===== config.mk =====
export PLATFORM = sky130hd
export DESIGN_NAME = link_controller
export DESIGN_NICKNAME = d
export VERILOG_FILES = /design/src/design/bt_bridge_pkg.sv /design/src/design/link_controller.sv
export SDC_FILE = /design/constraint.sdc
export NUM_CORES = 1
export LEC_CHECK = 0
export BUFFER_PORTS_ARGS = -buffer_cell sky130_fd_sc_hd__buf_2
export CAP_MARGIN = 30
export CORE_UTILIZATION = 52
export CTS_CLUSTER_DIAMETER = 80
export DETAILED_ROUTE_END_ITERATION = 8
export GPL_ROUTABILITY_DRIVEN = 0
export PLACE_DENSITY = 0.9
export SLEW_MARGIN = 20
export SYNTH_ARGS = -nofsm -noshare
export SYNTH_HDL_FRONTEND = slang
export SYNTH_SLANG_ARGS = --single-unit

===== constraint.sdc =====
create_clock -name clock -period 2.8 [get_ports clock]
set_clock_uncertainty 0.2 [all_clocks]
set_input_delay 0.14 -clock clock [delete_from_list [all_inputs] [get_ports clock]]
set_output_delay 0.14 -clock clock [all_outputs]
set_load 0.02 [all_outputs]

===== src/design/bt_bridge_pkg.sv =====
/*
	Bluetooth bridge shared types.
	Sensor words, serial bytes, link timing and the link controller states.
*/

package bt_bridge_pkg;

	// One sensor sample, sent low byte first
	typedef logic [15:0] stream_word_t;

	// One serial byte on the UART
	typedef logic [7:0] uart_byte_t;

	// Bit time and inter-byte gap, both in clock cycles
	typedef struct packed {
		logic [9:0] cycles_per_bit;
		logic [9:0] gap_cycles;
	} link_config_t;

	// Transmit FSM states
	typedef enum logic [3:0] {
		state_idle,
		state_wait_select,
		state_release,
		state_load,
		state_transmit,
		state_rest
	} link_state_t;

endpackage


===== src/design/link_controller.sv =====
/*
	Link controller.
	Pops words or command bytes, feeds the UART one byte at a time and times the gap.
*/

module link_controller
	import bt_bridge_pkg::*;
#(
	parameter int NUM_STREAMS = 4
)
(
	input logic clock,
	input logic reset,
	input link_config_t link_config,
	input logic want_at,
	input logic at_start,
	input logic send_enable,
	input logic select_ready,
	input stream_word_t head_word,
	input uart_byte_t head_at,
	input logic source_empty,
	output logic pop,
	output logic tx_start,
	output uart_byte_t tx_byte,
	input logic tx_done,
	output link_state_t state
);

	localparam int ROUND_W = $clog2(NUM_STREAMS + 1);

	stream_word_t word_buf;
	logic high_byte;
	logic command_item;
	logic [9:0] gap_count;
	logic [ROUND_W-1:0] round_count;
	logic more_items;
	logic round_done;

	// Pop in the same cycle the arbiter's select is used
	assign pop = (state == state_release) && !source_empty;

	// Another item is waiting in the current mode
	assign more_items = select_ready && (command_item ? want_at : (send_enable && !want_at));

	// Back through idle after one full pass over the streams
	assign round_done = (round_count == ROUND_W'(NUM_STREAMS));

	always_ff @(posedge clock or posedge reset)
	begin
		if (reset)
		begin
			state <= state_idle;
			tx_start <= 1'b0;
			high_byte <= 1'b0;
			command_item <= 1'b0;
			gap_count <= '0;
			round_count <= '0;
		end
		else
		begin
			tx_start <= 1'b0;
			case (state)
				state_idle:
				begin
					round_count <= '0;
					if (want_at)
					begin
						if (at_start)
							state <= state_wait_select;
					end
					else if (send_enable && select_ready)
						state <= state_wait_select;
				end

				state_wait_select:
				begin
					if (select_ready)
						state <= state_release;
					else
						state <= state_idle;
				end

				state_release:
				begin
					if (source_empty)
						state <= state_idle;
					else
					begin
						command_item <= want_at;
						high_byte <= 1'b0;
						if (!want_at)
							round_count <= round_count + 1'b1;
						state <= state_load;
					end
				end

				state_load:
				begin
					tx_start <= 1'b1;
					state <= state_transmit;
				end

				state_transmit:
				begin
					if (tx_done)
					begin
						gap_count <= '0;
						state <= state_rest;
					end
				end

				state_rest:
				begin
					if (gap_count >= link_config.gap_cycles)
					begin
						if (!command_item && !high_byte)
						begin
							high_byte <= 1'b1;
							state <= state_load;
						end
						else if (more_items && (command_item || !round_done))
							state <= state_wait_select;
						else
							state <= state_idle;
					end
					else
						gap_count <= gap_count + 10'd1;
				end

				default:
					state <= state_idle;
			endcase
		end
	end

	// Payload registers
	always_ff @(posedge clock)
	begin
		if (pop)
			word_buf <= want_at ? {8'h00, head_at} : head_word;
		if (state == state_load)
			tx_byte <= high_byte ? word_buf[15:8] : word_buf[7:0];
	end

endmodule


=== Word-level counts from Yosys, hierarchy flattened ===
Cells that the tools add are included.

* Bits in registers: 44
* Output and inout bits: 14
* Word-level logic and storage cells: 72

* Add/sub/neg operators: 2
* Order comparisons: 1
* Equality and inequality tests: 14
* Mux-type cells: 24
* Bitwise operators: 1
* Reduce and logical (&&, ||, !) cells: 21

{| class="wikitable"
|+ Operators by type and width
! kind !! count
|-
| $pmux W4 S6 || 1
|-
| $mux W10 || 2
|-
| $mux W4 || 5
|-
| $pmux W10 S2 || 1
|-
| $mux W8 || 2
|-
| $ne A2 B2 Y1 const B || 6
|-
| $add A10 B1 Y10 const B || 1
|-
| $ge A10 B10 Y1 || 1
|-
| $eq A4 B2 Y1 const B || 2
|-
| $eq A4 B3 Y1 const B || 2
|-
| $reduce_and A4 Y1 || 2
|-
| $logic_and A1 B1 Y1 || 6
|-
| $mux W1 || 6
|-
| $mux W2 || 3
|-
| $mux W3 || 2
|-
| $ne A3 B3 Y1 const B || 2
|-
| $pmux W3 S2 || 1
|-
| $reduce_and A3 Y1 || 2
|-
| $reduce_bool A2 Y1 || 3
|-
| $logic_not A1 Y1 || 5
|-
| $eq A4 B1 Y1 const B || 1
|-
| $logic_not A4 Y1 || 1
|-
| $add A3 B1 Y3 const B || 1
|-
| $eq A3 B3 Y1 const B || 1
|-
| other kinds (4) || 4
|}

=== Depth between registers and ports, before layout ===
* Word-level depth: 9
* Gate-level depth with buffers: 9
* Depth with buffers taken out: 8

=== Worst setup path before layout ===
OpenSTA, ideal clock, no wires.

* Path kind: reg2reg
* Start point: register state[2]
* End point: register round_count[0]
* Library setup time: 125 ps
* Arrival time: 1,897 ps
* Data required time: 2,475 ps
* Slack: 578 ps
* Cell stages (with the launch flop): 8
* Cell sequence: dfrtp_1 > buf_2 > nor3b_1 > nor2b_1 > buf_2 > and2b_1 > nor2_1 > mux2_2

* Longest elaborated chain between the ends: 3
* Elaborated cells on any way between the ends: 7
* Classes of those cells: eq/ne: 3; mux: 1; reduce/logical: 3

{| class="wikitable"
|+ Ends and longest elaborated chain
! item !! RTL line !! RTL
|-
| from (decl) || link_controller.sv:26 || <nowiki>output link_state_t state</nowiki>
|-
| from (signal assigned) || link_controller.sv:52 || <nowiki>state <= state_idle;</nowiki>
|-
| from (signal assigned) || link_controller.sv:69 || <nowiki>state <= state_wait_select;</nowiki>
|-
| from (signal assigned) || link_controller.sv:72 || <nowiki>state <= state_wait_select;</nowiki>
|-
| $eq A4 B2 Y1 / $logic_not A4 Y1 (equally long branches) || link_controller.sv:62 || <nowiki>case (state)</nowiki>
|-
| $ne A2 B2 Y1 (no source line) / $reduce_bool A2 Y1 (equally long branches) || -- ||
|-
| $reduce_and A3 Y1 (no source line) || -- ||
|-
| to (signal assigned) || link_controller.sv:92 || <nowiki>round_count <= round_count + 1'b1;</nowiki>
|-
| to (decl) || link_controller.sv:35 || <nowiki>logic [ROUND_W-1:0] round_count;</nowiki>
|}

Several ways; a longest one is shown, not always the timed one.
A chain may end at the register's enable or synchronous reset.

=== Final worst setup path ===
* Start point: register gap_count[3]
* End point: register gap_count[7]

* Longest elaborated chain between the ends: 3
* Elaborated cells on any way between the ends: 6
* Classes of those cells: add/sub: 1; order compare: 1; eq/ne: 1; mux: 2; reduce/logical: 1

{| class="wikitable"
|+ Ends and longest elaborated chain
! item !! RTL line !! RTL
|-
| from (decl) || link_controller.sv:34 || <nowiki>logic [9:0] gap_count;</nowiki>
|-
| from (signal assigned) || link_controller.sv:127 || <nowiki>gap_count <= gap_count + 10'd1;</nowiki>
|-
| $add A10 B1 Y10 / $ge A10 B10 Y1 (equally long branches) || link_controller.sv:127, link_controller.sv:114 ||
|-
| $mux W10 / $ne A2 B2 Y1 (equally long branches) || -- ||
|-
| $pmux W10 S2 / $reduce_and A3 Y1 (equally long branches) || -- ||
|}

Several ways; a longest one is shown, not always the timed one. The select of a mux whose other input is x is not followed.

==> metrics.txt <==
Ports between 60 and 70; post-layout util around 72%; status finished clean; number of synthesized flops with an enable pin 24; Rows 23; WHS Path Cells 4; Antenna Cells 0; max frequency 410 MHz; Worst path top cell family by delay compound AO/OA/AOI/OAI gates; post-layout instance area approximately 0.0030 mm^2; post_cts resized 0; number of max-cap violations 0; WS Path Type flop to flop; post-route ant nets 0; Yosys top cell area share roughly a third; share of cells above drive strength 1 a little under a third; largest net degree at the start of global routing 22; full die area 0.00468 mm^2; GR Util All Layers about a quarter; Final HPWL DP approximately 3400 um; Worst R2R Setup Slack 0.36 ns; Tcrit/Tclk final between 80 and 90%; grt total ovfl 0; Net Sw Frac roughly 34%; Pleak between 1 and 1.5 nW; fin crit period between 2 and 2.5 ns; Worst Path Arrival between 2 and 2.5 ns; Worst IR Drop VDD 0.000482 V; cell taking the most area after synthesis edfxtp_1; Worst Path Max Fanout 6; via/cell ratio 5.53; H-tree Lvls 2; synth warn 0; Worst path max stage delay around 0.45 ns; Cell Count, Final, Fillers Out roughly 340; Synth cell types between 40 and 50; measured slew at the worst slew-check pin around 0.76 ns; Initial DRT Pass Iterations 4; relative slew slack roughly half; Die Ht approximately 68 um; switching pwr 677 uW; synth-to-layout area growth 29.6%; Post-synth top cells edfxtp_1, dfrtp_1, nand2_1; WHS roughly 0.11 ns; Pins Over Slew Limit 0; WP buf/inv 0; Starting Density 55.7%; TNS Setup 0 ns; Cell Chain, Critical Path ha_1 -> a211o_1 -> o211ai_2 -> o21ai_2 -> a21oi_2 -> o21ai_1 -> a221o_1; Reg2Reg Depth 7; hold wc startpoint source_empty; Internal between 1 and 1.5 mW; nature of the critical path endpoint flop; PD cells about 670 mW/mm^2; Sink Count 43; setup violators final 0; Seq/Total Area, Yosys between 50 and 60%; startpoint types flop; DRT iter0 DRCs 107; Cells after DPL 304; most frequent cell after synthesis edfxtp_1; Post-Route WL between 5000 and 6000 um; slowest CP cell dfrtp_1; Hold Crit Class primary input to flop; clock latency at the later pin of the worst-skew pair approximately 0.30 ns; initial antenna violation count 0; Yosys reg bits between 40 and 50; core area slightly above 0.004 mm^2; CTS root buf clkbuf_8; Reg clk slew, reported paths about 0.080 ns; dpl ws approximately 0.4 ns; mapped cell area about 0.0023 mm^2; Final WS setup approximately 0.36 ns; Mean Syn Cell Area about 11 um^2; RR Startpoint gap_count[3]; IO buf count 54; clk buf depth 2; unrepaired setup endpoints after global routing false; Comb power frac a little under a third; clock group share of total power between 20% and 30%; DRC errors left 0; Pwr Total roughly 2.0 mW; final net count 351; Synth Flop Type edfxtp_1; syn nets ~270; Die W approximately 70 um; Synth async-reset ratio between 40 and 50%; via count 1,862; Mapped Cells between 200 and 250; vias in the first global route roughly 1.8k; R2R Path End gap_count[7]; fill count 281; first-pass GRT wire length between 8000 and 9000 um; Req. time, crit path 2.79 ns; synth top area cells edfxtp_1, dfrtp_1, mux2_2; CTS tree yes; Routed WL per cell 15.2 um; dpl cell area roughly 0.0026 mm^2; CTS Buf Count 5; Fin. Hold Viols 0; Seq pwr share between 40 and 50%; Hold Path Sink high_byte
worst max-delay path by stage:
stage / start / to / slack (ns) / cells past startpoint
floorplan: state[2] / round_count[0] / 0.58 / 7
global placement: gap_count[3] / gap_count[7] / 0.43 / 7
detailed placement: gap_count[0] / gap_count[5] / 0.40 / 8
CTS: gap_count[0] / gap_count[5] / 0.37 / 8
global route: gap_count[0] / gap_count[7] / 0.24 / 8
finish: gap_count[3] / gap_count[7] / 0.36 / 7
power by group through the flow:
stage	clock network, mW	registers (mW)	logic, mW
floorplan	0	0.935	0.415
global placement	0	0.948	0.548
detailed placement	0	0.961	0.582
CTS	0.428	0.947	0.618
global route	0.452	0.970	0.690
finish	0.428	0.953	0.620
area by class of cell:
cell class | instances | area [um^2] | area share (%)
sequential | 43 | 1200 | 40.3
multi-input combinational | 136 | 998 | 33.6
timing repair buffer | 83 | 551 | 18.5
clock buffer | 8 | 100 | 3.37
inverter | 17 | 63.8 | 2.15
tap | 50 | 62.6 | 2.11
cells by family (layout without fill, tap and decap cells):
family / Yosys count / in the layout / share of synthesized area [%]
adders and majority gates: 13 / 13 / 7.10
AOI/OAI and AO/OA: 40 / 40 / 12.7
xor gates and xnor gates: 1 / 1 / 0.382
DFF: 43 / 43 / 52.2
other: 1 / 1 / 0.164
buffers and inverters: 24 / 108 / 4.26
and+or+nand+nor: 63 / 63 / 14.4
muxes: 18 / 18 / 8.84
placed cells by master, fill, tap and decap left out, types with 8 or more instances in the layout:
cell type / instances
mux2_2: 18
dlygate4sd3_1: 25
nand2_1: 19
nor2b_1: 9
edfxtp_1: 24
dfrtp_1: 19
nor2_1: 11
ha_1: 13
buf_2: 54
a21oi_1: 8
inv_1: 17
registers in the layout (all words and copies together) (netlist names):
register and flops:
high_byte 1, gap_count 10, word_buf 16, tx_byte 8
tx_start 1, command_item 1, round_count 3, state 3
worst min-delay path, stage by stage:
cell and delay (ns):
buf_2 0.07, nor2b_1 0.05, buf_4 0.18, nor2_1 0.12
repair_timing:
item / in CTS / in global routing
hold buffers: 25 / 0
setup buffers: 0 / 0
endpoints found under the hold margin: 35 / 0
setup endpoints to repair: 0 / 0
routing by layer:
layer | vias to the layer above | GRT usage, % | wire [um]
met5 | - | 0 | 0
met1 | 887 | 30.5 | 2130
met3 | 12 | 4.17 | 221
li1 | 897 | - | -
met2 | 66 | 40.0 | 2620
met4 | 0 | 11.2 | 142
No activity file was read; power rests on OpenSTA's default activity.
