--- src/design/bt_bridge_pkg.sv ---
/*
	Bluetooth bridge shared types.
	Sensor words, serial bytes, link timing and the link controller states.
*/

package bt_bridge_pkg;

	// One sensor sample, sent low byte first
	typedef logic [15:0] stream_word_t;

	// One serial byte on the UART
	typedef logic [7:0] uart_byte_t;

	// Bit time and inter-byte gap, both in clock cycles
	typedef struct packed {
		logic [9:0] cycles_per_bit;
		logic [9:0] gap_cycles;
	} link_config_t;

	// Transmit FSM states
	typedef enum logic [3:0] {
		state_idle,
		state_wait_select,
		state_release,
		state_load,
		state_transmit,
		state_rest
	} link_state_t;

endpackage

--- src/design/uart_rx.sv ---
/*
	UART receiver.
	Samples each bit mid-way and flags a byte when the stop bit is good.
*/

module uart_rx
	import bt_bridge_pkg::*;
(
	input logic clock,
	input logic reset,
	input link_config_t link_config,
	input logic rxd,
	output logic rx_valid,
	output uart_byte_t rx_byte
);

	logic rxd_meta;
	logic rxd_sync;
	logic rxd_prev;
	logic busy;
	logic [3:0] bit_index;
	logic [9:0] bit_timer;
	logic [9:0] sample_point;
	logic sample_now;

	// Half a bit for the start bit, a full bit after that
	assign sample_point = (bit_index == 4'd0) ? (link_config.cycles_per_bit >> 1) - 10'd1
		: link_config.cycles_per_bit - 10'd1;
	assign sample_now = busy && (bit_timer == sample_point);

	always_ff @(posedge clock or posedge reset)
	begin
		if (reset)
		begin
			rxd_meta <= 1'b1;
			rxd_sync <= 1'b1;
			rxd_prev <= 1'b1;
			busy <= 1'b0;
			bit_index <= '0;
			bit_timer <= '0;
			rx_valid <= 1'b0;
		end
		else
		begin
			rxd_meta <= rxd;
			rxd_sync <= rxd_meta;
			rxd_prev <= rxd_sync;
			rx_valid <= 1'b0;
			if (!busy)
			begin
				// Falling edge of a start bit
				if (rxd_prev && !rxd_sync)
				begin
					busy <= 1'b1;
					bit_index <= '0;
					bit_timer <= '0;
				end
			end
			else if (sample_now)
			begin
				bit_timer <= '0;
				bit_index <= bit_index + 4'd1;
				if (bit_index == 4'd0 && rxd_sync)
					busy <= 1'b0;
				else if (bit_index == 4'd9)
				begin
					// Bad stop bit drops the frame
					busy <= 1'b0;
					rx_valid <= rxd_sync;
				end
			end
			else
				bit_timer <= bit_timer + 10'd1;
		end
	end

	// Data bits arrive LSB first
	always_ff @(posedge clock)
	begin
		if (sample_now && bit_index >= 4'd1 && bit_index <= 4'd8)
			rx_byte <= {rxd_sync, rx_byte[7:1]};
	end

endmodule

--- config.mk ---
export PLATFORM = sky130hd
export DESIGN_NAME = uart_rx
export DESIGN_NICKNAME = d
export VERILOG_FILES = /design/src/design/bt_bridge_pkg.sv /design/src/design/uart_rx.sv
export SDC_FILE = /design/constraint.sdc
export NUM_CORES = 1
export LEC_CHECK = 0
export ABC_AREA = 0
export BUFFER_PORTS_ARGS = -buffer_cell sky130_fd_sc_hd__buf_2
export CORE_MARGIN = 2
export CORE_UTILIZATION = 44
export CTS_BUF_LIST = sky130_fd_sc_hd__clkbuf_2
export DETAILED_ROUTE_END_ITERATION = 10
export HOLD_SLACK_MARGIN = 0.05
export MAX_ROUTING_LAYER = met4
export PLACE_DENSITY = 0.65
export SLEW_MARGIN = 5
export SYNTH_ARGS = -nofsm -noshare
export SYNTH_HDL_FRONTEND = slang
export SYNTH_SLANG_ARGS = --single-unit
export TNS_END_PERCENT = 20
--- constraint.sdc ---
create_clock -name clock -period 6.3 [get_ports clock]
set_input_delay 1.575 -clock clock [delete_from_list [all_inputs] [get_ports clock]]
set_output_delay 1.575 -clock clock [all_outputs]
set_load 0.005 [all_outputs]
Word-level counts from Yosys, hierarchy flattened
Cells that the tools add are included.
- bits in registers: 27
- bits of input ports: 23
- word-level logic and storage cells: 42
- $add $sub $neg: 4
- order comparisons: 2
- eq/ne operators: 3
- multiplexer cells: 16
- reductions and logical operators: 9
- operators with widths (operator ; count):
    $mux W10 ; 4
    $mux W4 ; 3
    $add A10 B1 Y10 const B ; 1
    $eq A10 B10 Y1 ; 1
    $sub A10 B1 Y10 const B ; 1
    $sub A9 B1 Y10 const B ; 1
    $mux W1 ; 9
    $logic_and A1 B1 Y1 ; 5
    $add A4 B1 Y4 const B ; 1
    $eq A4 B4 Y1 const B ; 1
    $ge A4 B1 Y1 const B ; 1
    $le A4 B4 Y1 const B ; 1
    $logic_not A4 Y1 ; 1
    $ne A2 B1 Y1 const B ; 1
    $reduce_and A2 Y1 ; 1
    $reduce_bool A2 Y1 ; 1
    $logic_not A1 Y1 ; 1

Depth between registers and ports, before layout
Gate-level depths: netlist of the first run.
- depth in word-level cells: 6
- mapped depth: 17

Worst setup path after synthesis of the first run
Ideal clock, no wire load.
- kind: in2reg
- start point: input link_config[12] in the netlist's numbering
- end point: register rx_byte[0] (enable)
- library setup time: 386 ps
- arrival time: 4672 ps
- required time: 5914 ps
- slack: 1241 ps
- stages: 13
- path buffers: 1
- cell sequence: clkbuf_1 -> inv_1 -> nor2_1 -> a21oi_1 -> ha_1 -> or4b_4 -> a221oi_1 -> o22ai_2 -> xnor2_1 -> a211o_1 -> nor4_4 -> nand2_1 -> a211oi_1
- cells in the longest elaborated chain, start to end: 6
- elaborated cells on any way between the ends: 7
- RTL lines (what ; RTL line ; text):
    start: declaration ; uart_rx.sv:11 ; input link_config_t link_config,
    $sub A10 B1 Y10 or $sub A9 B1 Y10 (tied branches) ; uart_rx.sv:28, uart_rx.sv:27 ;
    $mux W10 (*) ; uart_rx.sv:27 ; assign sample_point = (bit_index == 4'd0) ? (link_config.cycles_per_bit >> 1) - 10'd1
    $eq A10 B10 Y1 (*) ; uart_rx.sv:29 ; assign sample_now = busy && (bit_timer == sample_point);
    $logic_and A1 B1 Y1 (*) ; uart_rx.sv:29 ;
    $logic_and A1 B1 Y1 (*) (2 in series) ; uart_rx.sv:80 ; if (sample_now && bit_index >= 4'd1 && bit_index <= 4'd8)
    end signal: assignment ; uart_rx.sv:81 ; rx_byte <= {rxd_sync, rx_byte[7:1]};
    end: declaration ; uart_rx.sv:14 ; output uart_byte_t rx_byte
Mark *: on every way between the ends. The rest lies on a longest branch, timed or not.
A chain may end at the register's enable or synchronous reset.

Final worst setup path of the first run
- start point: register bit_index[1]
- end point: register rx_byte[0] (enable)
- cells in the longest elaborated chain, start to end: 6
- elaborated cells on any way between the ends: 8
- RTL lines (what ; RTL line ; text):
    start: declaration ; uart_rx.sv:21 ; logic [3:0] bit_index;
    start signal: assignment ; uart_rx.sv:62 ; bit_index <= bit_index + 4'd1;
    $logic_not A4 Y1 ; uart_rx.sv:27 ;
    $mux W10 ; uart_rx.sv:27 ;
    $eq A10 B10 Y1 ; uart_rx.sv:29 ;
    $logic_and A1 B1 Y1 ; uart_rx.sv:29 ;
    $logic_and A1 B1 Y1 ; uart_rx.sv:80 ;
    $logic_and A1 B1 Y1 (*) ; uart_rx.sv:80 ;
Marked as above.

==> results.tsv, run 1 <==
metric	value	unit
Cell Pwr Density	413	mW/mm2
wl on met1	1920	um
top cells by area, synth	dfrtp_1 (22%), edfxtp_1 (13%), dfstp_2 (4.3%)	
slew margin rel.	51.4	%
Peak VDD IR	0.000194	V
clk sinks	27	
DR vias	1492	
routed len/inst	14.6	um
crit path launch type	flop	
final instance area	0.00198	mm2
Multi-input gate area	0.00101	mm2
DRC	0	
# fillers	409	
Hold Path Stages	0	
FF-to-FF Start	bit_index[1]	
RSZ-0062 raised after global routing	no	
CP Capture Type	flop	
Fin. Hold Viols	0	
cts hold-fix bufs	0	
CP bufs+invs	3	
Via density	5.76	
Hold Crit Class	reg -> reg	
Max Clock Freq	0.206	GHz
layout cells sized above 1	17.7	%
register area	719	um2
Initial Util	45.8	%
fin crit period	4.85	ns
Mapped Cells	194	
Area after DPL	0.00195	mm2
vias in the first global route	1297	
Post-Syn Area	0.00185	mm2
clk slew on worst S/H paths	0.27	ns
Post-Place Cells	255	
root buf cell	clkbuf_2	
Worst path slowest cell	or3b_1	
core box area	0.00403	mm2
Synth top area share	21.7	%
synthesis-to-finish area growth	7.12	%
crit path max fanout	15	
Total GRT Usage	17.3	%
Post-synth EDFFs	8	
CP Cell Sequence	inv_1 > ha_1 > or3b_1 > nand2_1 > a21boi_1 > ha_1 > or4b_4 > a221oi_1 > o22ai_2 > xnor2_1 > a211o_1 > nor4_4 > buf_4 > nand2_1 > a211oi_1 > buf_4	
DR pass1 iterations	4	
fin cells	259	
list of most frequent post-synthesis cells	nand2_1 (20), dfrtp_1 (16), inv_1 (11)	
DRT iter0 DRCs	92	
Synth warnings	0	
P_sw	0.368	mW
Pleak	0.842	nW
total CTS buffers	3	
CTS tree	yes	
Net Count, Synth	223	
hold wc startpoint	rxd_meta	
Clock power frac	8.4	%
CP arrival	4.98	ns
met3 WL	156	um
status	completed	
CP max stage delay	0.60	ns
die area	0.00473	mm2
Cell Rows	23	
sequential share of power	37.2	%
Clk Latency, worst-skew pair	0.37	ns
Post-DRT Antenna Nets	0	
max_cap viols	0	
most frequent cell after synthesis	nand2_1	
Switching Fraction	45.0	%
fin worst setup slack	1.45	ns
Slew @ Worst Pin	0.729	ns
largest net degree at the start of global routing	20	
pre-CTS setup slack	1.23	ns
Top Layer Used	met4	
Fin Setup TNS	0	ns
Layout Utilization	49.1	%
Yosys top cell by area	dfrtp_1	
ratio of final minimum period to clock period	76.9	%
Final nets	239	
Worst EP required	6.43	ns
Port Buf Inserts	21	
maximum root-to-sink buffer count	2	
die width	68.8	um
Cell Int Power	0.449	mW
initial antenna violation count	0	
Worst Skew	0.0105	ns
Setup CP Type	reg -> reg	
minimum setup slack among reg-to-reg paths	1.45	ns
postcts setup bufs	0	
final max-slew violation count	0	
delay-heaviest family, CP	simple AND/OR/NAND/NOR gates	
Resized Gates After CTS	0	
Yosys cell types	57	
Post-Route WL	3780	um
combinational power share	54.4	%
I/O pin count	32	
sink of the worst hold path	rxd_sync	
syn_area_per_cell	9.51	um2
htree depth	1	
Seq/Total Area, Yosys	39.0	%
DP HPWL	2730	um
global-route wire length before repair	6050	um
Final setup viols	0	
wire length on met2	1670	um
post-synthesis register bit count	27	
die height	68.8	um
reg2reg end	rx_byte[0]	
ANT cells	0	
FF-to-FF path depth	16	
gr ovfl total	0	
Top FF cell, synth	dfrtp_1	
routability congestion estimate	0.797	
Post-synth ARST share	70.4	%
## power by group through the flow
stage               combinational [mW]  clock (mW)  sequential (mW)
finish                           0.444      0.0689            0.304
global route                     0.501      0.0783            0.312
CTS                              0.446      0.0715            0.303
detailed placement               0.445           0            0.307
global placement                 0.441           0            0.305
floorplan                        0.427           0            0.264
## how the worst max path moves through the flow
stage / end / cells after the start / startpoint
floorplan: rx_byte[0] / 13 / link_config[12]
detailed placement: rx_byte[0] / 14 / link_config[10]
global route: rx_byte[0] / 16 / bit_index[1]
CTS: rx_byte[0] / 16 / bit_index[1]
global placement: rx_byte[0] / 14 / link_config[10]
finish: rx_byte[0] / 16 / bit_index[1]
## stage by stage
| stage | hold WS [ns] | total power, mW |
|---|---|---|
| floorplan | 0.345 | 0.692 |
| global placement | 0.348 | 0.746 |
| detailed placement | 0.347 | 0.751 |
| CTS | 0.377 | 0.820 |
| global route | 0.384 | 0.891 |
| finish | 0.376 | 0.816 |
## registers in the layout, indices dropped and copies added (netlist names)
signal and flops:
bit_timer 10, rx_byte 8, bit_index 4, busy 1
rx_valid 1, rxd_meta 1, rxd_prev 1, rxd_sync 1
## cells in the final DEF (no fill, tap or decap), types with 4 or more instances in the layout
cell type,n
a211oi_1,5
a21o_1,4
a21oi_1,10
buf_2,21
dfrtp_1,16
edfxtp_1,8
ha_1,6
inv_1,11
nand2_1,20
nand3_1,8
nand4_1,5
nor2_1,8
nor4_1,5
o21ai_0,4
xnor2_1,9
xor2_1,7
## layout make-up
class | count | area share [%]
Sequential cell | 27 | 36.4
Tap cell | 50 | 3.16
Inverter | 11 | 2.09
Timing Repair Buffer | 23 | 6.08
Multi-Input combinational cell | 144 | 51.1
Clock inverter | 1 | 0.380
Clock buffer | 3 | 0.759
## kinds of logic after synthesis
group	Yosys count	synth area share (%)
AO/OA/AOI/OAI	51	20.1
XOR/XNOR	16	7.59
adder cells (fa/ha/maj)	6	4.07
buffers and inverters	23	6.24
flip-flops	27	39.0
multiplexers	3	1.63
AND/OR/NAND/NOR	68	21.4
## per-layer routing
metal / GRT usage, % / vias to the layer above
met1: 25.3 / 714
met3: 1.46 / 4
met2: 25.4 / 30
met5: - / -
li1: - / 744
met4: 5.39 / 0
(Power assumes the default switching activity.)
==> inputs of run 2 (changes only) <==
- PLACE_DENSITY: 0.65 -> 0.68
- clock period: 6.3 -> 4.23 ns (I/O delays scaled with it)
==> results.tsv, run 2 (same netlist as run 1, synthesis figures left out) <==
metric	value	unit
status	completed	
initial antenna violation count	0	
pre-CTS setup slack	0.132	ns
cts hold-fix bufs	0	
DRT iter0 DRCs	66	
fin cells	269	
WHS	0.375	ns
layout cells sized above 1	26.0	%
Post-DRT Antenna Nets	0	
die width	68.8	um
ANT cells	0	
CTS tree	yes	
Fin Setup TNS	0	ns
maximum root-to-sink buffer count	2	
largest reg by FF count	bit_timer	
Setup CP Type	reg -> reg	
CP bufs+invs	2	
# fillers	385	
biggest regs	bit_timer (10), rx_byte (8), bit_index (4)	
Final nets	249	
DRC	0	
CP Capture Type	flop	
Port Buf Inserts	21	
CP max stage delay	0.50	ns
Cell Pwr Density	635	mW/mm2
DP HPWL	2950	um
routability congestion estimate	0.805	
global-route wire length before repair	6480	um
highest-count cells in the layout ignoring fill and taps	buf_2 (21), nand2_1 (18), dfrtp_1 (16), buf_4 (11)	
synthesis-to-finish area growth	13.9	%
root buf cell	clkbuf_2	
largest net degree at the start of global routing	20	
fin crit period	4.01	ns
Post-Place Cells	264	
Total GRT Usage	18.9	%
ratio of final minimum period to clock period	94.8	%
Post-Route WL	3970	um
die height	68.8	um
fin worst setup slack	0.218	ns
Initial Util	45.8	%
Slew @ Worst Pin	0.742	ns
met3 WL	172	um
CP Cell Sequence	inv_2 > ha_2 > or3b_4 > nand2_2 > a21boi_2 > ha_2 > or4b_4 > a221oi_2 > o22ai_2 > xnor2_1 > a211o_1 > nor4_4 > nand2_2 > a211oi_4 > buf_12	
vias in the first global route	1393	
Layout Utilization	52.2	%
Clk Latency, worst-skew pair	0.37	ns
clk sinks	27	
core box area	0.00403	mm2
number of flip-flops in the largest register	10	
crit path max fanout	8	
gr ovfl total	0	
Fin. Hold Viols	0	
DR pass1 iterations	4	
Cell Rows	23	
die area	0.00473	mm2
Multi-input gate area	0.00105	mm2
routed len/inst	14.8	um
final instance area	0.00210	mm2
htree depth	1	
slew margin rel.	50.5	%
register area	719	um2
Via density	5.81	
wl on met1	1830	um
Area after DPL	0.00207	mm2
most common cell after layout, fill and taps aside	buf_2	
total CTS buffers	3	
I/O pin count	32	
DR vias	1563	
Worst Skew	0.00416	ns
Hold Crit Class	reg -> reg	
RSZ-0062 raised after global routing	no	
Final Power	1.34	mW
Peak VDD IR	0.000198	V
clk slew on worst S/H paths	0.26	ns
final max-slew violation count	0	
crit path launch type	flop	
Pleak	0.893	nW
Worst path slowest cell	or4b_4	
CP arrival	4.15	ns
Final setup viols	0	
Top Layer Used	met4	
Worst EP required	4.37	ns
max_cap viols	0	
delay-heaviest family, CP	simple AND/OR/NAND/NOR gates	
Max Clock Freq	0.249	GHz
wire length on met2	1930	um
-- run 2: changes by cell type in the layout (fill, tap and decap cells not counted), sizes merged --
cell  delta
buf     +10
-- run 2: what timing repair did --
item,4_1_cts,5_1_grt
endpoints found under the setup margin,0,17
buffers inserted,0,1
resized for setup,0,2
-- run 2: area by class of cell --
class / instances / share of cell area, %
clock inverter: 1 / 0.357
multi-input combinational: 144 / 49.9
clock buffer: 3 / 0.714
timing repair buffer: 33 / 9.88
inverter: 11 / 1.96
tap: 50 / 2.98
sequential: 27 / 34.2
-- run 2: worst reg2reg max path, delay by kind of cell, from the launching register on --
| family | cells | cell delay, ns |
|---|---|---|
| adder cells (fa/ha/maj) | 2 | 0.38 |
| AND/OR/NAND/NOR | 5 | 1.46 |
| XOR/XNOR | 1 | 0.13 |
| AO/OA/AOI/OAI | 5 | 1.09 |
| buffers and inverters | 2 | 0.25 |
| flip-flops | 1 | 0.46 |
-- run 2: where the power goes --
group	internal, mW	switching [mW]
clock	0.0219	0.0799
combinational	0.390	0.415
sequential	0.333	0.0943
-- run 2: metal layers --
layer	track usage [%]	vias to the layer above
met5	-	-
met1	24.9	745
met4	5.15	0
met2	31.3	41
li1	-	772
met3	1.95	5
-- run 2: final timing paths --
check,from,endpoint,slack [ns],depth (start not counted)
min,rxd_meta,rxd_sync,0.37,0
max,bit_index[1],rx_byte[4],0.22,15
max reg2reg,bit_index[1],rx_byte[4],0.22,15
max in group asynchronous,reset,bit_timer[6],3.02,2
min in group asynchronous,reset,bit_timer[4],0.76,2
min reg2reg,rxd_meta,rxd_sync,0.37,0
==> inputs of run 3 (changes only) <==
- CAP_MARGIN: unset -> 20
- CORE_UTILIZATION: 44 -> 50
- PLACE_DENSITY: 0.68 -> 0.75
==> results.tsv, run 3 (same netlist as run 1, synthesis figures left out) <==
metric	value	unit
peak-usage layer in the global routing report	met2	
WHS	0.379	ns
largest net degree at the start of global routing	20	
Via density	5.71	
DR vias	1525	
final instance area	0.00210	mm2
CP arrival	4.17	ns
DRT iter0 DRCs	178	
DP HPWL	2980	um
Pleak	0.893	nW
M2 GR Usage	34.9	%
die area	0.00419	mm2
GRT met1 Usage	26.1	%
FF-to-FF path depth	15	
clk sinks	27	
DRC	0	
Area after DPL	0.00206	mm2
CP Capture Type	flop	
layout cells sized above 1	26.0	%
crit path launch type	flop	
CTS tree	yes	
maximum root-to-sink buffer count	2	
slew margin rel.	52.6	%
clk slew on worst S/H paths	0.26	ns
CP max stage delay	0.50	ns
max_cap viols	0	
biggest regs	bit_timer (10), rx_byte (8), bit_index (4)	
die width	64.8	um
Fin. Hold Viols	0	
crit path max fanout	8	
htree depth	1	
I/O pin count	32	
cts hold-fix bufs	0	
root buf cell	clkbuf_2	
highest-count cells in the layout ignoring fill and taps	buf_2 (21), nand2_1 (18), dfrtp_1 (16)	
Setup CP Type	reg -> reg	
RSZ-0062 raised after global routing	no	
Max Clock Freq	0.248	GHz
synthesis-to-finish area growth	14.0	%
ratio of final minimum period to clock period	95.3	%
gr ovfl total	0	
core box area	0.00361	mm2
Final setup viols	0	
Post-Route WL	3890	um
grt met3 use	2.26	%
Cell Rows	22	
routed len/inst	14.6	um
total CTS buffers	3	
initial antenna violation count	0	
Worst EP required	4.37	ns
Worst path slowest cell	or4b_4	
number of flip-flops in the largest register	10	
DR pass1 iterations	4	
ANT cells	0	
Worst Skew	0.00552	ns
Post-DRT Antenna Nets	0	
vias in the first global route	1440	
die height	64.8	um
Hold Path Stages	0	
Peak VDD IR	0.000273	V
Slew @ Worst Pin	0.710	ns
Total GRT Usage	20.8	%
most common cell after layout, fill and taps aside	buf_2	
Final nets	249	
global-route wire length before repair	6590	um
Clk Latency, worst-skew pair	0.37	ns
Initial Util	51.2	%
Final Power	1.33	mW
largest reg by FF count	bit_timer	
status	completed	
final max-slew violation count	0	
Cell Pwr Density	634	mW/mm2
CP Cell Sequence	inv_2 > ha_2 > or3b_4 > nand2_2 > a21boi_2 > ha_2 > or4b_4 > a221oi_2 > o22ai_2 > xnor2_1 > a211o_1 > nor4_4 > nand2_2 > a211oi_4 > buf_12	
Port Buf Inserts	21	
Fin Setup TNS	0	ns
fin crit period	4.03	ns
routability congestion estimate	0.909	
Hold Crit Class	reg -> reg	
run 3: cell types whose count changed in the layout (fill, tap and decap cells not counted):
cell   before  now
buf_4      11   10
buf_6       0    1
run 3: through the flow:
stage          setup slack [ns]  utilization (%)  cells
5_1_grt                  0.0428             58.3    267
3_5_place_dp              0.109             57.3    262
3_3_place_gp              0.141             57.3    262
2_1_floorplan            0.0170                -    194
4_1_cts                  0.0649             57.9    266
6_report                  0.201             58.3    267
run 3: cell type report:
type	instances	area [um2]
tap	48	60.1
inverter	11	41.3
multi-input combinational	144	1050
fill	337	1500
sequential	27	719
clock buffer	3	15.0
timing repair buffer	33	211
clock inverter	1	7.51
run 3: worst max-delay path, delay by kind of cell, from the launching register on:
family          cells  cell delay, ns
flops               1            0.45
fa+ha+maj           2            0.37
simple gates        5            1.50
xor+xnor            1            0.13
compound gates      5            1.09
buf+inv             2            0.25
run 3: final timing paths:
kind	start	to	slack (ns)
worst max-delay path	bit_index[1]	rx_byte[4]	0.20
worst min-delay path	rxd_meta	rxd_sync	0.38
worst max register to register	bit_index[1]	rx_byte[4]	0.20
worst min register to register	rxd_meta	rxd_sync	0.38
max in group asynchronous	reset	bit_timer[7]	3.05
min in group asynchronous	reset	busy	0.74
run 3: where the power goes:
part / internal (mW) / switching (mW) / leakage, nW / total [mW]
Combinational: 0.390 / 0.415 / 0.576 / 0.805
Clock: 0.0219 / 0.0790 / 0.0126 / 0.101
Sequential: 0.333 / 0.0943 / 0.305 / 0.428
Total: 0.745 / 0.588 / 0.893 / 1.33
run 3: timing repair:
item | in CTS | in global routing
endpoints found under the setup margin | 0 | 16
gates resized for setup | 0 | 3
buffers inserted | 0 | 1
run 3: routing by layer:
layer	part of all wire, %	up-vias
met4	1.2	0
met1	46	721
met3	2.9	5
li1	-	775
met5	0	-
met2	49	24
