<file path="config.mk">
export PLATFORM = sky130hd
export DESIGN_NAME = sync_fifo
export DESIGN_NICKNAME = d
export VERILOG_FILES = /design/src/design/sync_fifo.sv
export SDC_FILE = /design/constraint.sdc
export NUM_CORES = 1
export LEC_CHECK = 0
export BUFFER_PORTS_ARGS = -buffer_cell sky130_fd_sc_hd__buf_2
export CAP_MARGIN = 15
export CELL_PAD_IN_SITES_DETAIL_PLACEMENT = 2
export CELL_PAD_IN_SITES_GLOBAL_PLACEMENT = 2
export CORE_AREA = 2 2 87 89
export CTS_BUF_LIST = sky130_fd_sc_hd__clkbuf_8 sky130_fd_sc_hd__clkbuf_16
export DETAILED_ROUTE_END_ITERATION = 7
export DIE_AREA = 0 0 89 91
export GPL_TIMING_DRIVEN = 0
export PLACE_DENSITY_LB_ADDON = 0.1
export SYNTH_ARGS = -nofsm -noshare
export SYNTH_HDL_FRONTEND = slang
export SYNTH_SLANG_ARGS = --single-unit
</file>
<file path="constraint.sdc">
create_clock -name clock -period 8 [get_ports clock]
set_input_delay 0.8 -clock clock [delete_from_list [all_inputs] [get_ports clock]]
set_output_delay 0.8 -clock clock [all_outputs]
set_load 0.05 [all_outputs]
</file>
<file path="src/design/sync_fifo.sv">
/*
	Single-clock FIFO.
	Circular buffer that serves stream words as well as command and response bytes.
*/

module sync_fifo #(
	parameter type entry_t = logic [7:0],
	parameter int FIFO_DEPTH = 8
)
(
	input logic clock,
	input logic reset,
	input logic write,
	input entry_t write_data,
	input logic read,
	output entry_t read_data,
	output logic empty,
	output logic full
);

	localparam int PTR_W = (FIFO_DEPTH > 1) ? $clog2(FIFO_DEPTH) : 1;
	localparam int COUNT_W = $clog2(FIFO_DEPTH + 1);

	entry_t storage [FIFO_DEPTH];
	logic [PTR_W-1:0] write_ptr;
	logic [PTR_W-1:0] read_ptr;
	logic [COUNT_W-1:0] count;
	logic do_write;
	logic do_read;

	// Drop writes when full, ignore reads when empty
	assign do_write = write && !full;
	assign do_read = read && !empty;

	assign empty = (count == '0);
	assign full = (count == COUNT_W'(FIFO_DEPTH));
	assign read_data = storage[read_ptr];

	function automatic logic [PTR_W-1:0] advance(input logic [PTR_W-1:0] ptr);
		if (ptr == PTR_W'(FIFO_DEPTH - 1))
			return '0;
		return ptr + 1'b1;
	endfunction

	always_ff @(posedge clock or posedge reset)
	begin
		if (reset)
		begin
			write_ptr <= '0;
			read_ptr <= '0;
			count <= '0;
		end
		else
		begin
			if (do_write)
				write_ptr <= advance(write_ptr);
			if (do_read)
				read_ptr <= advance(read_ptr);
			case ({do_write, do_read})
				2'b10: count <= count + 1'b1;
				2'b01: count <= count - 1'b1;
				default: count <= count;
			endcase
		end
	end

	always_ff @(posedge clock)
	begin
		if (do_write)
			storage[write_ptr] <= write_data;
	end

endmodule

</file>
# Yosys cells after proc, flatten, opt, wreduce, memory -nomap -nowiden
# Memories as Yosys holds them, arrays and structs flattened.
# Cells that the tools add are included.
[totals] regBits=10 latchBits=0 ram_bits=64 mem_bits_ro=0 input_bits=12 output_inout_bits=10 wordCells=30 n_memories=1
[memory_table] name="storage" depth=8 word_bits=8 read_ports=1 rd_clocked_by_memory_dff=0 wr=1 line_no="24" rtl="entry_t storage [FIFO_DEPTH];"
[classes] addsub=4 mul=0 div_mod_pow=0 order_cmp=0 n_eq_ne=5 shift=0 muxes=11 n_bitwise=0 reduce_logical=6
[ops] op="3-bit two-way mux" count=4
[ops] op="4-bit one-hot mux with 2 select lines" count=1
[ops] op="3-bit by 1-bit adder with 3-bit output, second input constant" count=2
[ops] op="3-bit equality test, second input constant" count=2
[ops] op="1-bit two-way mux" count=6
[ops] op="4-bit by 1-bit adder with 4-bit output, second input constant" count=1
[ops] op="4-bit equality test, second input constant" count=1
[ops] op="4-bit logical NOT" count=1
[ops] op="4-bit by 1-bit subtractor with 4-bit output, second input constant" count=1
[ops] op="2-bit by 1-bit equality test with 1-bit output, second input constant" count=1
[ops] op="2-bit equality test, second input constant" count=1
[ops] op="1-bit logical AND" count=2
[ops] op="1-bit logical NOT" count=2
[ops] op="2-bit nonzero test" count=1

# Depth between registers and ports, before layout
# Gate-level depths: netlist of run 1.
[depth] word_depth=5 ltp_mapped=7 ltp_nobuf=7

# Worst setup path after synthesis of run 1
# Ideal clock, no wire load.
[synth_timing] kind="flip-flop to output port" from="reg count[0]" to="out empty" t_arrival_ns=2.017 required_ns=7.200 setup_slack_ns=5.183 path_stages_with_launch=2 n_path_buf=0 path_cell_list="dfrtp_1 > nor4_1"
[synth_between] elab_chain_len=1
[synth_lines] element="start: declaration" line_no="27" rtl="logic [COUNT_W-1:0] count;"
[synth_lines] element="start signal: assignment" line_no="60" rtl="2'b10: count <= count + 1'b1;"
[synth_lines] element="start signal: assignment" line_no="61" rtl="2'b01: count <= count - 1'b1;"
[synth_lines] element="start signal: assignment" line_no="62" rtl="default: count <= count;"
[synth_lines] element="4-bit logical NOT" line_no="35" rtl="assign empty = (count == '0);"
[synth_lines] element="end: declaration" line_no="17" rtl="output logic empty,"
# No other way between the ends.

==> results of run 1 <==
[worst max-delay path: stages, from the launching register on]
cell and delay (ps):
dfrtp_1 370, buf_2 250, buf_2 350, mux4_2 360, mux2_2 280, buf_2 210
[state kept, by name (all words and copies together) (netlist names)]
name	count
read_ptr	3
write_ptr	3
count	4
storage	64
[kinds of logic (layout without fill, tap and decap cells)]
kind of cell / after synthesis / after routing / synth area share, %
flip-flops: 74 / 74 / 68.8
XOR/XNOR: 2 / 2 / 0.555
buffers and inverters: 13 / 53 / 2.38
AO/OA/AOI/OAI: 8 / 8 / 2.46
AND/OR/NAND/NOR: 25 / 25 / 4.99
adder cells (fa/ha/maj): 8 / 8 / 3.41
multiplexers: 31 / 31 / 17.4
[worst paths after layout]
path | start | end | cells past startpoint
max | read_ptr[1] | read_data[6] | 5
min | reset | read_ptr[1] | 2
max reg2reg | count[0] | count[3] | 7
min reg2reg | read_ptr[1] | read_ptr[1] | 2
max in group asynchronous | reset | write_ptr[1] | 2
min in group clock | read_ptr[1] | read_ptr[1] | 2
[cells in the mapped netlist]
library cell and n:
a21oi_1 2, o21ai_0 1, edfxtp_1 64, nand2_1 2, nand4_1 1, inv_1 7
dfrtp_1 10, xor2_1 1, o311ai_0 1, nor3_1 5, nor2b_1 1, buf_6 1
ha_1 7, o41ai_4 1, nor4_1 2, mux2_2 11, nand2_8 1, mux4_2 13
mux2i_1 1, a21o_1 1, mux2_4 3, o211ai_1 1, or4b_4 1, nor2_1 5
nor3b_1 2, nand3_1 2, xnor2_1 1, clkbuf_1 1, nand2b_1 2, or4b_1 1
buf_2 2, a2111o_1 1, mux4_1 3, buf_12 1, fa_1 1, buf_1 1
[final cells by class]
| cell class | count | area share [%] |
|---|---|---|
| well taps | 99 | 3.38 |
| flip-flops and latches | 74 | 59.2 |
| clock buffers | 9 | 3.38 |
| multi-input cells | 74 | 25.3 |
| plain buffers | 6 | 1.33 |
| inverters | 7 | 0.716 |
| clock inverters | 7 | 3.24 |
| repair buffers | 24 | 3.48 |
[routing by layer]
metal	up-vias	track usage (%)	share of wire (%)
li1	724	-	-
met1	897	24.8	42
met2	38	32.9	53
met3	11	4.09	3.8
met4	0	7.96	1.8
met5	-	0	0
[per-stage QoR]
step	cell area, sq um	setup slack, ps	hold slack, ps	std cells
CTS	3670	4990	444	300
global placement	3390	5080	600	281
finish	3670	5010	440	300
global route	3670	4930	471	300
floorplan	3160	5180	573	161
detailed placement	3430	5140	637	284
[power groups by stage]
stage	clock network [uW]	registers [uW]	logic [uW]
2_1_floorplan	0	542	463
3_3_place_gp	0	552	565
3_5_place_dp	0	566	610
4_1_cts	354	560	616
5_1_grt	371	566	646
6_report	349	559	600
==> impl_results.md, run 1 <==
* Outcome: finished clean
* Iteration-0 DRC count of the detailed router at 74
* Peak VDD IR at 0.000168 V
* Crit path required time at 7200 ps
* Timing-limited maximum frequency at 0.335 GHz
* # Max-Cap Violations at 0
* Number of global-route vias before repair at 1910
* CTS H-tree depth at 3
* First-pass GRT wire length at 11100 um
* Initial antenna violation count at 0
* Vias post-DR at 1670
* Flop-to-flop setup slack at 5130 ps
* Post-CTS setup buffer count at 0
* Multi-input logic area at 927 sq um
* Cell count after synthesis at 161
* Setup TNS at 0 ps
* Via density at 5.57
* Internal power at 945 uW
* WL final at 7170 um
* Synth area leaders: edfxtp_1 61%, mux4_2 9.3%, dfrtp_1 7.9%, mux2_2 3.9%, ha_1 2.8%
* Overflow after GRT at 0
* Post-route DRC at 0
* Largest net degree at the start of global routing at 14
* Final setup viols at 0
* Avg Cell Area, Syn at 19.6 sq um
* Clk pwr share at 23.1%
* Top cell type's share of synthesized area at 60.9%
* GPL Wtd Cong at 0.775
* Headroom to the max-slew limit at 29.8%
* CTS tree: yes
* Final Hold Fails at 0
* IO Count at 22
* Post-Syn Area at 3160 sq um
* Syn nets at 181
* Initial DRT Pass Iterations at 4
* Gr usage total at 19.7%
* Clock latency at the later pin of the worst-skew pair at 350 ps
* Wire per inst at 23.9 um
* Hold Path Class: in -> async
* Post-layout net count at 216
* # resized after CTS at 0
* Die H at 91 um
* Count of different cell masters after synthesis at 36
* Share of the yosys chip area belonging to registers at 68.8%
* Min cycle time layout at 2990 ps
* Port bufs at 21
* CTS Hold Bufs at 0
* Switching share of power at 37.3%
* Crit path max fanout at 10
* Starting density of the core at 44.2%
* WS Path Type: reg -> out
* CP Launch Type: flip-flop
* Row cnt at 31
* RSZ-0062 raised after global routing: false
* Clock-pin slew on the worst setup and hold paths at 80 ps
* Data arrival, critical path at 2190 ps
* Most frequent cells in the layout: 64 x edfxtp_1, 23 x buf_2, 13 x mux4_2
* CTS root buf: clkbuf_8
* Storage element area at 2170 sq um
* Die Footprint at 8100 sq um
* Num CTS Buffers at 9
* Yosys warns at 0
* Core area at 7140 sq um
* Area growth syn-to-layout at 16.2%
* Final period util at 37.3%
* Flop pwr share at 37.1%
* Comb pwr share at 39.8%
* Most common cell after layout, fill and taps aside: edfxtp_1
* Inserted Diodes at 0
* DP HPWL at 4790 um
* Post-synth top area cell: edfxtp_1
* P per Cell Area at 411 nW/um^2
* Max-slew violations at 0
* Switching power at 563 uW
* Total power draw at 1510 uW
* Clock sinks at 74
* Clock Skews at 9.04 ps
* Number of routed nets with antenna violations at 0
* FF+latch count, synth at 74
* Post-layout util at 51.4%
* Clock Path Buffers at 2
* Die width at 89 um
* Final-layout fill cell count at 668
* Least-Margin Pin Slew at 1050 ps
* Leakage at 0.00131 uW
* Layout cells sized above 1 at 37.8%
* Crit. End Element: output pin
(Power assumes the default switching activity.)
==> inputs of run 2 (changes only) <==
--- a/config.mk
+++ b/config.mk
@@ -9,10 +9,10 @@
 export CAP_MARGIN = 15
 export CELL_PAD_IN_SITES_DETAIL_PLACEMENT = 2
 export CELL_PAD_IN_SITES_GLOBAL_PLACEMENT = 2
-export CORE_AREA = 2 2 87 89
+export CORE_AREA = 2 2 91 93
 export CTS_BUF_LIST = sky130_fd_sc_hd__clkbuf_8 sky130_fd_sc_hd__clkbuf_16
 export DETAILED_ROUTE_END_ITERATION = 7
-export DIE_AREA = 0 0 89 91
+export DIE_AREA = 0 0 93 95
 export GPL_TIMING_DRIVEN = 0
 export PLACE_DENSITY_LB_ADDON = 0.1
 export SYNTH_ARGS = -nofsm -noshare
==> constraint.sdc (replaced) <==
create_clock -name clock -period 2.4 [get_ports clock]
set_input_delay 0.24 -clock clock [delete_from_list [all_inputs] [get_ports clock]]
set_output_delay 0.24 -clock clock [all_outputs]
set_load 0.05 [all_outputs]
==> impl_results.md, run 2 (synthesized netlist as in run 1, its figures left out) <==
* Post-route DRC at 0
* Clock Path Buffers at 2
* Hold Path Class: in -> reg
* Worst path bufs/invs at 3
* Num CTS Buffers at 9
* CTS root buf: clkbuf_8
* Number of global-route vias before repair at 1840
* Clock Skews at 10.0 ps
* Max-slew violations at 0
* # Max-Cap Violations at 0
* Flop pwr share at 36.4%
* CP Launch Type: flip-flop
* Headroom to the max-slew limit at 32.9%
* Wire per inst at 23.1 um
* Iteration-0 DRC count of the detailed router at 54
* CP dominant cell by count: buf_12
* Hold Path Sink: storage[2][6]
* Slowest CP cell: mux4_2
* Crit path required time at 2160 ps
* Post-layout net count at 228
* Data arrival, critical path at 2080 ps
* Initial antenna violation count at 0
* Crit. End Element: output pin
* Cell chain of the critical path: buf_12, buf_12, mux4_2, mux2_2, buf_4
* Largest regs: storage: 64 flops, count: 4 flops
* Clock sinks at 74
* Comb pwr share at 45.0%
* Least-Margin Pin Slew at 1000 ps
* Vias post-DR at 1663
* Final Hold Fails at 0
* R2R Path End: count[3]
* Row cnt at 33
* Setup TNS at 0 ps
* Final setup viols at 0
* Starting density of the core at 39.8%
* Die Footprint at 8840 sq um
* Layout cells sized above 1 at 45.1%
* Overflow after GRT at 0
* Inserted Diodes at 0
* First-pass GRT wire length at 11200 um
* Final period util at 96.6%
* Clock latency at the later pin of the worst-skew pair at 350 ps
* FF-to-FF path depth at 8
* RSZ-0062 raised after global routing: true
* Flop-to-flop setup slack at 90 ps
* P per Cell Area at 1330 nW/um^2
* Core area at 7930 sq um
* GPL Wtd Cong at 0.710
* Largest net degree at the start of global routing at 13
* WS Path Type: reg -> out
* Leakage at 0.00135 uW
* Largest Register: storage
* Number of routed nets with antenna violations at 0
* Port bufs at 21
* Internal power at 3100 uW
* WP depth at 5
* CTS tree: yes
* Finished Layout Cells at 318
* DP HPWL at 4720 um
* Worst reg2reg path startpoint: count[1]
* CP peak stage delay at 520 ps
* HP Start: write_data[6]
* Initial DRT Pass Iterations at 4
* Most frequent cells in the layout: 64 x edfxtp_1, 21 x buf_2, 17 x buf_4
* Gr usage total at 18.4%
* IO Count at 22
* CTS H-tree depth at 3
* Final-layout fill cell count at 764
* Via density at 5.23
* Number of flip-flops in the largest register at 64
* WL final at 7360 um
* Die width at 93 um
* Switching share of power at 38.1%
* Die H at 95 um
* Switching power at 1910 uW
* Crit path max-delay family: multiplexers
* Placed Cells at 288
* Area growth syn-to-layout at 19.5%
* Worst Hold Depth at 1
* Clock-pin slew on the worst setup and hold paths at 80 ps
* Outcome: finished clean
* Most common cell after layout, fill and taps aside: edfxtp_1
* Timing-limited maximum frequency at 0.431 GHz
* Clk pwr share at 18.6%
* Peak VDD IR at 0.000495 V
* Crit path max fanout at 10
* Min cycle time layout at 2320 ps
## run 2: how the worst max path moves through the flow
stage,startpoint,end,slack [ps]
global placement,count[0],storage[0][5],-580
detailed placement,count[0],count[3],-230
floorplan,count[2],count[3],10
finish,read_ptr[0],read_data[7],80
CTS,count[1],count[3],6
global route,count[1],count[3],-9
## run 2: cell type report
cell class              count  area (sq um)  area share [%]
clock inverters             7          62.6            1.66
inverters                   7          26.3           0.696
multi-input cells          74           966            25.6
flip-flops and latches     74          2180            57.7
plain buffers               5          56.3            1.49
repair buffers             37           230            6.10
clock buffers               9           124            3.28
well taps                 105           131            3.48
## run 2: what timing repair did
action	4_1_cts	5_1_grt
hold endpoints to repair	10	0
pin swaps	3	1
hold buffers	1	0
gates resized for setup	10	1
endpoints found under the setup margin	8	8
setup buffers	8	6
## run 2: layer usage
metal,GRT usage [%],vias up,part of all wire [%]
met5,0,-,0
met4,8.46,0,1.7
met3,3.11,10,2.0
met2,31.9,22,55
met1,22.8,881,42
li1,-,750,-
## run 2: worst register-to-register path, delay by kind of cell (launching register included)
family | cells | cell delay, ps
AOI/OAI and AO/OA | 3 | 710
adders and majority gates | 2 | 500
DFF | 1 | 410
muxes | 1 | 350
buffers and inverters | 2 | 240
## run 2: through the flow
step	cell area, sq um	total power (uW)	util (%)	hold slack (ps)	worst slack [ps]
detailed placement	3440	3920	43.4	265	-234
global route	3770	5290	47.6	166	-9.27
floorplan	3170	3360	-	80.2	13.9
global placement	3410	3750	43.0	240	-585
finish	3770	5010	47.6	162	82.5
CTS	3730	5020	47.0	146	5.86
## run 2: power groups by stage
| stage | Clock (uW) | Combinational [uW] | Sequential (uW) |
|---|---|---|---|
| after floorplan | 0 | 1550 | 1810 |
| after global placement | 0 | 1910 | 1840 |
| after detailed placement | 0 | 2030 | 1880 |
| after CTS | 963 | 2230 | 1820 |
| after global routing | 1010 | 2430 | 1850 |
| final | 933 | 2250 | 1820 |
==> inputs of run 3 (changes only) <==
--- a/config.mk
+++ b/config.mk
@@ -15,6 +15,7 @@
 export DIE_AREA = 0 0 93 95
 export GPL_TIMING_DRIVEN = 0
 export PLACE_DENSITY_LB_ADDON = 0.1
+export RECOVER_POWER = 100
 export SYNTH_ARGS = -nofsm -noshare
 export SYNTH_HDL_FRONTEND = slang
 export SYNTH_SLANG_ARGS = --single-unit
==> constraint.sdc (replaced) <==
create_clock -name clock -period 2.05 [get_ports clock]
set_input_delay 0.205 -clock clock [delete_from_list [all_inputs] [get_ports clock]]
set_output_delay 0.205 -clock clock [all_outputs]
set_load 0.05 [all_outputs]
==> impl_results.md, run 3 (synthesized netlist as in run 1, its figures left out) <==
* Outcome: finished with violations
* Failing checks: negative setup slack
* Post-route DRC at 0
* Row cnt at 33
* Storage element area at 2180 sq um
* Slowest CP cell: or4b_4
* Clock sinks at 74
* Internal power at 4540 uW
* Multi-input logic area at 1040 sq um
* Via density at 5.21
* Inserted Diodes at 0
* Clk pwr share at 21.1%
* Crit path max fanout at 5
* WS Path Type: reg -> reg
* Crit. End Element: flip-flop
* Most frequent cells in the layout: 64 x edfxtp_1, 15 x buf_4, 15 x mux4_2
* CP peak stage delay at 590 ps
* Met1 global-route usage at 23.5%
* Iteration-0 DRC count of the detailed router at 78
* IO Count at 22
* Cell chain of the critical path: or4b_4, nand2_8, ha_4, ha_4, or4b_4, o311ai_2, o211ai_1
* Largest regs: storage: 64 flops, count: 4 flops
* Hold Path Class: in -> reg
* WL final at 7610 um
* Most common cell after layout, fill and taps aside: edfxtp_1
* Overflow after GRT at 0
* Data arrival, critical path at 2530 ps
* RSZ-0062 raised after global routing: true
* Met2 global-route usage at 33.7%
* Timing-limited maximum frequency at 0.431 GHz
* Placed Cells at 289
* Initial antenna violation count at 0
* DP HPWL at 4770 um
* Headroom to the max-slew limit at 62.0%
* Final worst slack at -272 ps
* Crit path max-delay family: simple AND/OR/NAND/NOR gates
* Final Hold Fails at 0
* Leakage at 0.00148 uW
* CTS H-tree depth at 3
* Post-layout util at 51.9%
* Total power draw at 7000 uW
* Clock-pin slew on the worst setup and hold paths at 80 ps
* Worst path bufs/invs at 0
* Die width at 93 um
* Die H at 95 um
* Port bufs at 21
* Max-slew violations at 0
* CTS tree: yes
* Initial DRT Pass Iterations at 4
* Min cycle time layout at 2320 ps
* Comb pwr share at 48.1%
* Area growth syn-to-layout at 30.2%
* Final setup viols at 21
* Cell Area, Placed at 3470 sq um
* CP Launch Type: flip-flop
* Die Footprint at 8840 sq um
* Final period util at 113%
* Gr usage total at 18.7%
* P per Cell Area at 1700 nW/um^2
* Met3 usage at 3.19%
* Clock Skews at 7.10 ps
* Number of global-route vias before repair at 1951
* Flop pwr share at 30.8%
* Busiest grt layer: met2
* Peak VDD IR at 0.000594 V
* Switching share of power at 35.2%
* Number of routed nets with antenna violations at 0
* Starting density of the core at 39.8%
* Flop-to-flop setup slack at -270 ps
* CTS root buf: clkbuf_8
* Switching power at 2460 uW
* Core area at 7930 sq um
* Clock latency at the later pin of the worst-skew pair at 340 ps
* Crit path required time at 2260 ps
* Wire per inst at 23.4 um
* Post-layout net count at 236
* Largest Register: storage
* Number of flip-flops in the largest register at 64
* Final-layout fill cell count at 707
* GPL Wtd Cong at 0.733
* Finished Layout Cells at 325
* Vias post-DR at 1693
* Num CTS Buffers at 9
* # Max-Cap Violations at 0
* Clock Path Buffers at 2
* First-pass GRT wire length at 11700 um
* Layout cells sized above 1 at 48.6%
* Largest net degree at the start of global routing at 14
* Design area at 4110 sq um
* Least-Margin Pin Slew at 568 ps
run 3: cell types whose count changed in the layout (fill, tap and decap cells not counted), moves of 3 or more:
cell	delta
nor3_4	+3
buf_8	+7
nor2_1	-3
bufinv_16	+3
buf_6	+6
mux2_2	-7
mux2_4	+7
buf_2	-17
nor2_4	+3
nor3_2	-3
inv_1	-3
clkbuf_1	+9
run 3: final timing paths:
| kind | cells past startpoint | endpoint | start |
|---|---|---|---|
| max | 7 | count[3] | count[0] |
| min | 1 | storage[6][5] | write_data[5] |
| max reg2reg | 7 | count[3] | count[0] |
| min reg2reg | 2 | read_ptr[1] | read_ptr[1] |
| max in group asynchronous | 3 | count[3] | reset |
| min in group asynchronous | 3 | read_ptr[2] | reset |
run 3: metrics by stage:
stage | TNS, ps | hold slack, ps | setup slack [ps]
floorplan | -462 | 45.1 | -289
global placement | -18850 | 199 | -816
detailed placement | -2790 | 228 | -514
CTS | -2150 | 133 | -274
global route | -5100 | 228 | -345
finish | -2100 | 219 | -272
run 3: what timing repair did:
action                     4_1_cts  5_1_grt
setup endpoints to repair       48       49
hold buffers                     1        0
cloned                           1        0
hold endpoints to repair        10        0
pin swaps                        9        7
setup buffers                   17        4
gates resized for setup         51       15
run 3: layout make-up:
| type | count | share of cell area (%) |
|---|---|---|
| sequential | 74 | 53.0 |
| multi-input combinational | 74 | 25.3 |
| timing repair buffer | 45 | 9.98 |
| clock inverter | 6 | 3.35 |
| tap | 105 | 3.20 |
| clock buffer | 9 | 3.01 |
| buffer | 5 | 1.55 |
| inverter | 7 | 0.639 |
run 3: metal layers:
layer,share of wire [%],up-vias
met2,55,18
met4,0.97,0
met1,43,909
li1,-,759
met3,1.6,7
met5,0,-
run 3: power groups by stage:
stage                     clock network [uW]  registers, uW  logic (uW)
after floorplan                            0           2120        1860
after global placement                     0           2160        2270
after CTS                               1510           2160        3280
final                                   1480           2160        3370
after detailed placement                   0           2210        2430
after global routing                    1560           2190        3570
